**src/eeprom_i2c_cfg.svh**
```systemverilog
`ifndef EEPROM_I2C_CFG_SVH
`define EEPROM_I2C_CFG_SVH

// CLK cycles per SCL half period, at least 2
// one SCL period is twice this
`define EEPROM_SCL_HALF 4

// device type code, top nibble of the control byte
`define EEPROM_DEV_CODE 4'b1010

// 24C16 style part: A10..A8 travel in the control byte
// as block select bits, A7..A0 follow as the word address
// byte. one device per bus, no chip select pins.
//
// bus: 1010 bbb r/w, then word address, then data

`endif

```
**src/eeprom_i2c_pkg.sv**
```systemverilog
`default_nettype none

package eeprom_i2c_pkg;

    typedef logic [10:0] ee_addr_t;     // 2 KB byte address
    typedef logic [7:0]  ee_byte_t;

    // bus commands from sequencer to bit engine
    typedef enum logic [2:0] {
        CMD_NONE, CMD_START, CMD_STOP, CMD_WRITE, CMD_READ
    } bit_cmd_e;

    typedef enum logic [2:0] {
        ENG_IDLE, ENG_START, ENG_SHIFT, ENG_ACK, ENG_STOP
    } eng_state_e;

    typedef enum logic [3:0] {
        CS_IDLE, CS_START, CS_CTRL_WR, CS_ADDR, CS_DATA,
        CS_RESTART, CS_CTRL_RD, CS_DATA_RD, CS_STOP, CS_DONE
    } ctrl_state_e;

endpackage

`default_nettype wire

```
**src/i2c_bit_engine.sv**
```systemverilog
`timescale 1ns/1ps
`default_nettype none

`include "eeprom_i2c_cfg.svh"

module i2c_bit_engine
    import eeprom_i2c_pkg::*;
(
    input  wire logic     CLK,
    input  wire logic     RESET,
    input  wire bit_cmd_e cmd,
    input  wire ee_byte_t tx_byte,
    input  wire logic     tx_nack,
    input  wire logic     sda_in,
    output logic          done,
    output ee_byte_t      rx_byte,
    output logic          rx_ack,
    output logic          scl,
    output logic          sda_oe
);

    localparam int HALF = `EEPROM_SCL_HALF;
    localparam int PER  = 2 * HALF;
    localparam int CW   = $clog2(PER);

    // compare values are the edge on which a change is registered,
    // so the new level shows one cycle later
    localparam logic [CW-1:0] P_SET_LOW  = CW'(HALF / 2 - 1);        // data changes mid low
    localparam logic [CW-1:0] P_RISE     = CW'(HALF - 1);
    localparam logic [CW-1:0] P_SET_HIGH = CW'(HALF + HALF / 2 - 1); // start/stop edge
    localparam logic [CW-1:0] P_SAMPLE   = CW'(HALF + HALF / 2);     // mid high
    localparam logic [CW-1:0] P_DONE     = CW'(PER - 2);
    localparam logic [CW-1:0] P_LAST     = CW'(PER - 1);

    eng_state_e      state;
    logic [CW-1:0]   cnt;       // phase within one SCL period
    logic [2:0]      bit_cnt;
    ee_byte_t        shreg;
    logic            reading;
    logic            nack_q;

    assign rx_byte = shreg;

    always_ff @(posedge CLK)
    begin
        if (RESET)
        begin
            state   <= ENG_IDLE;
            cnt     <= '0;
            bit_cnt <= '0;
            scl     <= 1'b1;
            sda_oe  <= 1'b0;
            done    <= 1'b0;
        end
        else
        begin
            done <= 1'b0;
            if (state == ENG_IDLE)
            begin
                cnt     <= '0;
                bit_cnt <= '0;
                if (cmd != CMD_NONE)
                    scl <= 1'b0;    // every condition opens with SCL low
                case (cmd)
                    CMD_START:
                        state <= ENG_START;
                    CMD_STOP:
                        state <= ENG_STOP;
                    CMD_WRITE, CMD_READ:
                        state <= ENG_SHIFT;
                    default:
                        state <= ENG_IDLE;
                endcase
            end
            else
            begin
                cnt <= (cnt == P_LAST) ? '0 : cnt + 1'b1;
                if (cnt == P_RISE)
                    scl <= 1'b1;
                if (cnt == P_DONE && state != ENG_SHIFT)
                    done <= 1'b1;

                case (state)
                    ENG_START:
                    begin
                        if (cnt == P_SET_LOW)
                            sda_oe <= 1'b0;     // SDA high before the falling edge
                        if (cnt == P_SET_HIGH)
                            sda_oe <= 1'b1;     // start, SDA falls with SCL high
                        if (cnt == P_LAST)
                            state <= ENG_IDLE;
                    end
                    ENG_STOP:
                    begin
                        if (cnt == P_SET_LOW)
                            sda_oe <= 1'b1;
                        if (cnt == P_SET_HIGH)
                            sda_oe <= 1'b0;     // stop, SDA rises with SCL high
                        if (cnt == P_LAST)
                            state <= ENG_IDLE;
                    end
                    ENG_SHIFT:
                    begin
                        if (cnt == P_SET_LOW)
                            sda_oe <= ~shreg[7];
                        if (cnt == P_LAST)
                        begin
                            scl     <= 1'b0;
                            bit_cnt <= bit_cnt + 3'd1;
                            if (bit_cnt == 3'd7)
                                state <= ENG_ACK;
                        end
                    end
                    ENG_ACK:
                    begin
                        // ninth bit: slave answers a write, we answer a read
                        if (cnt == P_SET_LOW)
                            sda_oe <= reading & ~nack_q;
                        if (cnt == P_LAST)
                            state <= ENG_IDLE;  // SCL left high
                    end
                    default:
                        state <= ENG_IDLE;
                endcase
            end
        end
    end

    always_ff @(posedge CLK)
    begin
        if (state == ENG_IDLE)
        begin
            if (cmd == CMD_WRITE)
                shreg <= tx_byte;
            else if (cmd == CMD_READ)
                shreg <= 8'hff;     // all ones keeps SDA released
            reading <= (cmd == CMD_READ);
            nack_q  <= tx_nack;
        end
        else if (cnt == P_SAMPLE)
        begin
            if (state == ENG_SHIFT)
                shreg <= {shreg[6:0], sda_in};
            if (state == ENG_ACK)
                rx_ack <= ~sda_in;  // low level is an ack
        end
    end

    a_cmd_when_idle: assert property (@(posedge CLK) disable iff (RESET)
        (state != ENG_IDLE) |-> (cmd == CMD_NONE))
        else $error("i2c_bit_engine: command issued while busy");

    // outside start and stop, SDA may only move while SCL is low
    a_sda_stable: assert property (@(posedge CLK) disable iff (RESET)
        (scl && $past(scl) && (state == ENG_SHIFT || state == ENG_ACK))
        |-> $stable(sda_oe))
        else $error("i2c_bit_engine: SDA changed while SCL high");

endmodule

`default_nettype wire

```
**src/eeprom_ctrl.sv**
```systemverilog
`timescale 1ns/1ps
`default_nettype none

`include "eeprom_i2c_cfg.svh"

module eeprom_ctrl
    import eeprom_i2c_pkg::*;
(
    input  wire logic     CLK,
    input  wire logic     RESET,
    input  wire logic     wr,
    input  wire logic     rd,
    input  wire ee_addr_t addr,
    input  wire ee_byte_t data_in,
    input  wire logic     done,
    input  wire ee_byte_t rx_byte,
    input  wire logic     rx_ack,
    output bit_cmd_e      cmd,
    output ee_byte_t      tx_byte,
    output logic          tx_nack,
    output ee_byte_t      data_out,
    output logic          ack,
    output logic          nack_err,
    output logic          busy
);

    ctrl_state_e state;
    logic        is_rd;
    ee_addr_t    addr_q;
    ee_byte_t    data_q;
    logic        accept;
    logic        nacked;

    function automatic ee_byte_t ctrl_byte(input logic [2:0] blk, input logic rnw);
        ctrl_byte = {`EEPROM_DEV_CODE, blk, rnw};
    endfunction

    // a strobe in the ack cycle is legal, busy is already low there
    assign accept = (state == CS_IDLE || state == CS_DONE) && (wr || rd);

    // slave left SDA high after one of our bytes
    assign nacked = done && !rx_ack &&
                    (state == CS_CTRL_WR || state == CS_ADDR ||
                     state == CS_DATA || state == CS_CTRL_RD);

    always_ff @(posedge CLK)
    begin
        if (RESET)
        begin
            state    <= CS_IDLE;
            is_rd    <= 1'b0;
            cmd      <= CMD_NONE;
            tx_nack  <= 1'b0;
            data_out <= '0;
            ack      <= 1'b0;
            nack_err <= 1'b0;
            busy     <= 1'b0;
        end
        else
        begin
            cmd     <= CMD_NONE;    // commands are single cycle
            tx_nack <= 1'b0;
            ack     <= 1'b0;
            if (nacked)
            begin
                state    <= CS_STOP;
                cmd      <= CMD_STOP;
                nack_err <= 1'b1;
            end
            else
            begin
                case (state)
                    CS_IDLE, CS_DONE:
                    begin
                        if (accept)
                        begin
                            state    <= CS_START;
                            cmd      <= CMD_START;
                            is_rd    <= !wr;    // wr wins
                            busy     <= 1'b1;
                            nack_err <= 1'b0;
                        end
                        else
                            state <= CS_IDLE;
                    end
                    CS_START:
                        if (done)
                        begin
                            state <= CS_CTRL_WR;
                            cmd   <= CMD_WRITE;
                        end
                    CS_CTRL_WR:
                        if (done)
                        begin
                            state <= CS_ADDR;
                            cmd   <= CMD_WRITE;
                        end
                    CS_ADDR:
                        if (done)
                        begin
                            if (is_rd)
                            begin
                                state <= CS_RESTART;
                                cmd   <= CMD_START;
                            end
                            else
                            begin
                                state <= CS_DATA;
                                cmd   <= CMD_WRITE;
                            end
                        end
                    CS_DATA:
                        if (done)
                        begin
                            state <= CS_STOP;
                            cmd   <= CMD_STOP;
                        end
                    CS_RESTART:
                        if (done)
                        begin
                            state <= CS_CTRL_RD;
                            cmd   <= CMD_WRITE;
                        end
                    CS_CTRL_RD:
                        if (done)
                        begin
                            state   <= CS_DATA_RD;
                            cmd     <= CMD_READ;
                            tx_nack <= 1'b1;    // single byte, NACK ends the read
                        end
                    CS_DATA_RD:
                        if (done)
                        begin
                            data_out <= rx_byte;
                            state    <= CS_STOP;
                            cmd      <= CMD_STOP;
                        end
                    CS_STOP:
                        if (done)
                        begin
                            state <= CS_DONE;
                            ack   <= 1'b1;
                            busy  <= 1'b0;
                        end
                    default:
                        state <= CS_IDLE;
                endcase
            end
        end
    end

    // request capture and the byte for the next write command
    always_ff @(posedge CLK)
    begin
        if (accept)
        begin
            addr_q  <= addr;
            data_q  <= data_in;
            tx_byte <= ctrl_byte(addr[10:8], 1'b0);
        end
        else if (done)
        begin
            case (state)
                CS_CTRL_WR:
                    tx_byte <= addr_q[7:0];
                CS_ADDR:
                    tx_byte <= is_rd ? ctrl_byte(addr_q[10:8], 1'b1) : data_q;
                default:
                    tx_byte <= tx_byte;
            endcase
        end
    end

    a_strobe_idle: assert property (@(posedge CLK) disable iff (RESET)
        (wr || rd) |-> !busy)
        else $error("eeprom_ctrl: strobe while busy, request dropped");

    a_ack_pulse: assert property (@(posedge CLK) disable iff (RESET)
        ack |=> !ack)
        else $error("eeprom_ctrl: ack longer than one cycle");

    a_ack_not_busy: assert property (@(posedge CLK) disable iff (RESET)
        ack |-> !busy)
        else $error("eeprom_ctrl: ack with busy high");

endmodule

`default_nettype wire

```
**src/eeprom_i2c_top.sv**
```systemverilog
`timescale 1ns/1ps
`default_nettype none

module eeprom_i2c_top
    import eeprom_i2c_pkg::*;
(
    input  wire logic     CLK,
    input  wire logic     RESET,
    input  wire logic     wr,
    input  wire logic     rd,
    input  wire ee_addr_t addr,
    input  wire ee_byte_t data_in,
    output ee_byte_t      data_out,
    output logic          ack,
    output logic          nack_err,
    output logic          busy,
    output logic          scl,
    output logic          sda_oe,   // high pulls SDA low
    input  wire logic     sda_in
);

    bit_cmd_e cmd;
    ee_byte_t tx_byte;
    ee_byte_t rx_byte;
    logic     tx_nack;
    logic     done;
    logic     rx_ack;

    eeprom_ctrl u_ctrl (
        .CLK(CLK), .RESET(RESET), .wr(wr), .rd(rd), .addr(addr), .data_in(data_in),
        .done(done), .rx_byte(rx_byte), .rx_ack(rx_ack), .cmd(cmd), .tx_byte(tx_byte),
        .tx_nack(tx_nack), .data_out(data_out), .ack(ack), .nack_err(nack_err), .busy(busy)
    );

    i2c_bit_engine u_engine (
        .CLK(CLK), .RESET(RESET), .cmd(cmd), .tx_byte(tx_byte), .tx_nack(tx_nack),
        .sda_in(sda_in), .done(done), .rx_byte(rx_byte), .rx_ack(rx_ack),
        .scl(scl), .sda_oe(sda_oe)
    );

endmodule

`default_nettype wire

```
**config.mk**
```make
export PLATFORM = sky130hd
export DESIGN_NAME = eeprom_i2c_top
export DESIGN_NICKNAME = d
export VERILOG_FILES = /design/src/eeprom_i2c_pkg.sv /design/src/i2c_bit_engine.sv /design/src/eeprom_ctrl.sv /design/src/eeprom_i2c_top.sv
export VERILOG_INCLUDE_DIRS = /design/src
export SDC_FILE = /design/constraint.sdc
export NUM_CORES = 1
export LEC_CHECK = 0
export BUFFER_PORTS_ARGS = -buffer_cell sky130_fd_sc_hd__buf_2
export CORE_MARGIN = 2
export CORE_UTILIZATION = 25
export CTS_CLUSTER_DIAMETER = 80
export DETAILED_ROUTE_END_ITERATION = 6
export GPL_TIMING_DRIVEN = 0
export PLACE_DENSITY_LB_ADDON = 0.08
export SLEW_MARGIN = 10
export SYNTH_ARGS = -nofsm -noshare
export SYNTH_HDL_FRONTEND = slang
export SYNTH_HIERARCHICAL = 1
export SYNTH_SLANG_ARGS = --single-unit
```
**constraint.sdc**
```tcl
create_clock -name CLK -period 2.5 [get_ports CLK]
set_clock_uncertainty 0.05 [all_clocks]
set_input_delay 0.25 -clock CLK [delete_from_list [all_inputs] [get_ports CLK]]
set_output_delay 0.25 -clock CLK [all_outputs]
set_load 0.03 [all_outputs]
```
==> impl_metrics.env <==
export IMPL_met2_usage=0.178
export IMPL_rr_endpoint="u_engine/rx_byte[1]$_DFFE_PP_"
export IMPL_synth_common_cells="dfxtp_1, edfxtp_1, a21oi_1"
export IMPL_cts_buffers=9
export IMPL_synthMuxAreaShare=0.0355
export IMPL_syn_avg_cell_area_um2=11.8
export IMPL_ctsHoldBuffers=0
export IMPL_top_usage_layer="met2"
export IMPL_drt_initial_drc_count=67
export IMPL_worst_slew_pin_slew_ns=0.615
export IMPL_synth_most_common_cell="dfxtp_1"
export IMPL_postCtsResizedCells=0
export IMPL_grt_max_degree=28
export IMPL_cts_buffer_depth=2
export IMPL_hp_class="in2reg"
export IMPL_start_util=0.255
export IMPL_synth_edf_count=33
export IMPL_fin_setup_tns_ns=0
export IMPL_p_sw_frac=0.215
export IMPL_grt_use_total=0.114
export IMPL_hold_end="u_ctrl/addr_q[0]$_DFFE_PP_"
export IMPL_start_kind="flop"
export IMPL_grt_antenna_before_repair=0
export IMPL_gr_total_overflow=0
export IMPL_hold_violations=0
export IMPL_synth_main_ff_cell="dfxtp_1"
export IMPL_drc_errors=0
export IMPL_syn_nets=303
export IMPL_report_power_total_mw=2.82
export IMPL_switching_power_mw=0.608
export IMPL_dieArea_mm2=0.0138
export IMPL_rsz0062_at_grt="false"
export IMPL_vias=2252
export IMPL_arrival_ns=1.93
export IMPL_synth_area_mm2=0.00321
export IMPL_setup_viol=0
export IMPL_wl_per_cell_um=15.4
export IMPL_n_antenna_cell=0
export IMPL_holdPathStages=1
export IMPL_synth_seq_cells=70
export IMPL_area_growth_syn_to_layout_pct=22.7
export IMPL_p_int_mw=2.22
export IMPL_power_density_mw_per_mm2=717
export IMPL_yosysWarnings=6
export IMPL_reg2regPathDepth=4
export IMPL_yosysTopAreaCellShare=0.309
export IMPL_fin_area_mm2=0.00394
export IMPL_status="completed"
export IMPL_cts_root_buf="clkbuf_16"
export IMPL_place_hpwl_um=5350
export IMPL_clk_pin_slew_worst_paths_ns=0.06
export IMPL_p_comb_frac=0.059
export IMPL_synth_xor_xnor_area_share=0.0136
export IMPL_max_freq_mhz=512
export IMPL_design_portCount=37
export IMPL_grt_util_met3=0.0268
export IMPL_synth_area_top_cells="edfxtp_1, dfxtp_1, ha_1"
export IMPL_post_cts_buffers=0
export IMPL_grt_pass1_wl_um=12200
export IMPL_slew_violations=0
export IMPL_relSlewSlack=0.587
export IMPL_postPlaceCellArea_mm2=0.00361
export IMPL_synthAdderAreaFrac=0.0347
export IMPL_power_frac_seq=0.450
export IMPL_yosys_area_top_type="edfxtp_1"
export IMPL_vias_per_cell=4.54
export IMPL_hold_start="addr[0]"
export IMPL_core_mm2=0.0126
export IMPL_synth_compound_area_frac=0.159
export IMPL_min_period_over_period=0.782
export IMPL_place_gp_congestion=0.762
export IMPL_grt_pass1_vias=2260
export IMPL_clock_sinks=70
export IMPL_crit_type="reg2reg"
export IMPL_die_h_um=117
export IMPL_ant_nets=0
export IMPL_rows=41
export IMPL_synth_cell_types=68
export IMPL_ys_seq_area_frac=0.540
export IMPL_power_leakage_nw=1.45
export IMPL_htree_num_levels=3
export IMPL_critPathCaptureType="flop"
export IMPL_required_ns=2.48
export IMPL_routed_wl_um=7640
export IMPL_peakVddDrop_mv=0.328
export IMPL_drive_above_1_share=0.262
export IMPL_ys_async_sr_fraction=0
export IMPL_rrSetupSlack_ns=0.55
export IMPL_worstPathMaxFanout=6
export IMPL_synthCells=271
export IMPL_synth_top_family_by_area="simple AND/OR/NAND/NOR gates"
export IMPL_cap_violations=0
export IMPL_die_w_um=117
export IMPL_yosys_area_share_simple=0.167
export IMPL_portBuffers=36
export IMPL_clk_latency_ns=0.33
export IMPL_cts_tree="done"
export IMPL_r2r_start="u_ctrl/cmd[0]$_SDFF_PP0_"
export IMPL_p_clk_frac=0.491
export IMPL_nNetsFinal=351
export IMPL_first_pass_iters=5
export IMPL_fin_crit_ns=1.95
export IMPL_use_met1=0.154
-- placed cells by master (no fill, tap or decap), types with 9 or more instances in the layout --
cell type / synthesis / layout
clkbuf_16: 0 / 9
o21ai_0: 10 / 10
edfxtp_1: 33 / 33
dfxtp_1: 37 / 37
inv_1: 9 / 9
nand3_1: 11 / 11
buf_2: 5 / 42
a21oi_1: 12 / 12
nand2_1: 10 / 10
-- through the flow --
| stage | std cells | setup slack, ns | hold slack [ns] | utilization |
|---|---|---|---|---|
| CTS | 496 | 0.518 | 0.0265 | 0.313 |
| global route | 496 | 0.409 | 0.0308 | 0.313 |
| finish | 496 | 0.546 | 0.0444 | 0.313 |
| detailed placement | 480 | 0.535 | 0.356 | 0.288 |
| floorplan | 271 | 0.308 | 0.278 | - |
| global placement | 479 | -0.444 | 0.347 | 0.287 |
-- worst max path at each step --
| stage | from | slack [ns] | to |
|---|---|---|---|
| finish | u_ctrl/cmd[0]$_SDFF_PP0_ | 0.55 | u_engine/rx_byte[1]$_DFFE_PP_ |
| CTS | u_ctrl/cmd[0]$_SDFF_PP0_ | 0.52 | u_engine/rx_byte[1]$_DFFE_PP_ |
| global route | u_ctrl/cmd[0]$_SDFF_PP0_ | 0.41 | u_engine/rx_byte[2]$_DFFE_PP_ |
| detailed placement | u_ctrl/cmd[0]$_SDFF_PP0_ | 0.53 | u_engine/rx_byte[1]$_DFFE_PP_ |
| global placement | u_ctrl/cmd[0]$_SDFF_PP0_ | -0.44 | u_engine/rx_byte[1]$_DFFE_PP_ |
| floorplan | u_ctrl/cmd[1]$_SDFF_PP0_ | 0.31 | u_engine/rx_byte[0]$_DFFE_PP_ |
-- worst max-delay path, stage by stage (launching register included) --
cell,delay (ns)
dfxtp_1,0.41
and3b_1,0.27
nor3_1,0.08
a2111oi_2,0.55
buf_2,0.30
-- per-layer routing --
| metal | wire [µm] | vias up |
|---|---|---|
| met2 | 3580 | 29 |
| met3 | 209 | 6 |
| li1 | - | 1136 |
| met5 | 0 | - |
| met1 | 3770 | 1081 |
| met4 | 84 | 0 |
-- cells by family (layout without fill, tap and decap cells) --
group | Yosys count | after routing
AOI/OAI and AO/OA | 67 | 67
xor gates and xnor gates | 5 | 5
adders and majority gates | 9 | 9
buffers and inverters | 28 | 81
DFF | 70 | 70
muxes | 11 | 11
and+or+nand+nor | 81 | 81
-- sequential cells by signal, summed over array words and instances (netlist names), 3 cells and up --
name              count
u_ctrl/state          4
u_engine/rx_byte      8
u_ctrl/cmd            3
u_engine/bit_cnt      3
u_ctrl/data_out       8
u_engine/state        3
u_ctrl/addr_q        11
u_ctrl/data_q         8
u_ctrl/tx_byte        8
u_engine/cnt          3
-- cell type report --
class,instances,area [µm²]
multi-input cells,173,1320
clock buffers,10,239
repair buffers,37,185
inverters,10,37.5
fillers,1286,8630
clock inverters,6,85.1
plain buffers,18,125
well taps,172,215
flip-flops and latches,70,1730
-- power groups by stage --
| stage | Combinational, mW | Sequential (mW) | Clock, mW |
|---|---|---|---|
| after floorplan | 0.105 | 1.30 | 0 |
| after global placement | 0.170 | 1.30 | 0 |
| after detailed placement | 0.171 | 1.30 | 0 |
| after CTS | 0.171 | 1.27 | 1.43 |
| after global routing | 0.186 | 1.28 | 1.48 |
| final | 0.168 | 1.27 | 1.39 |
(Power assumes the default switching activity.)
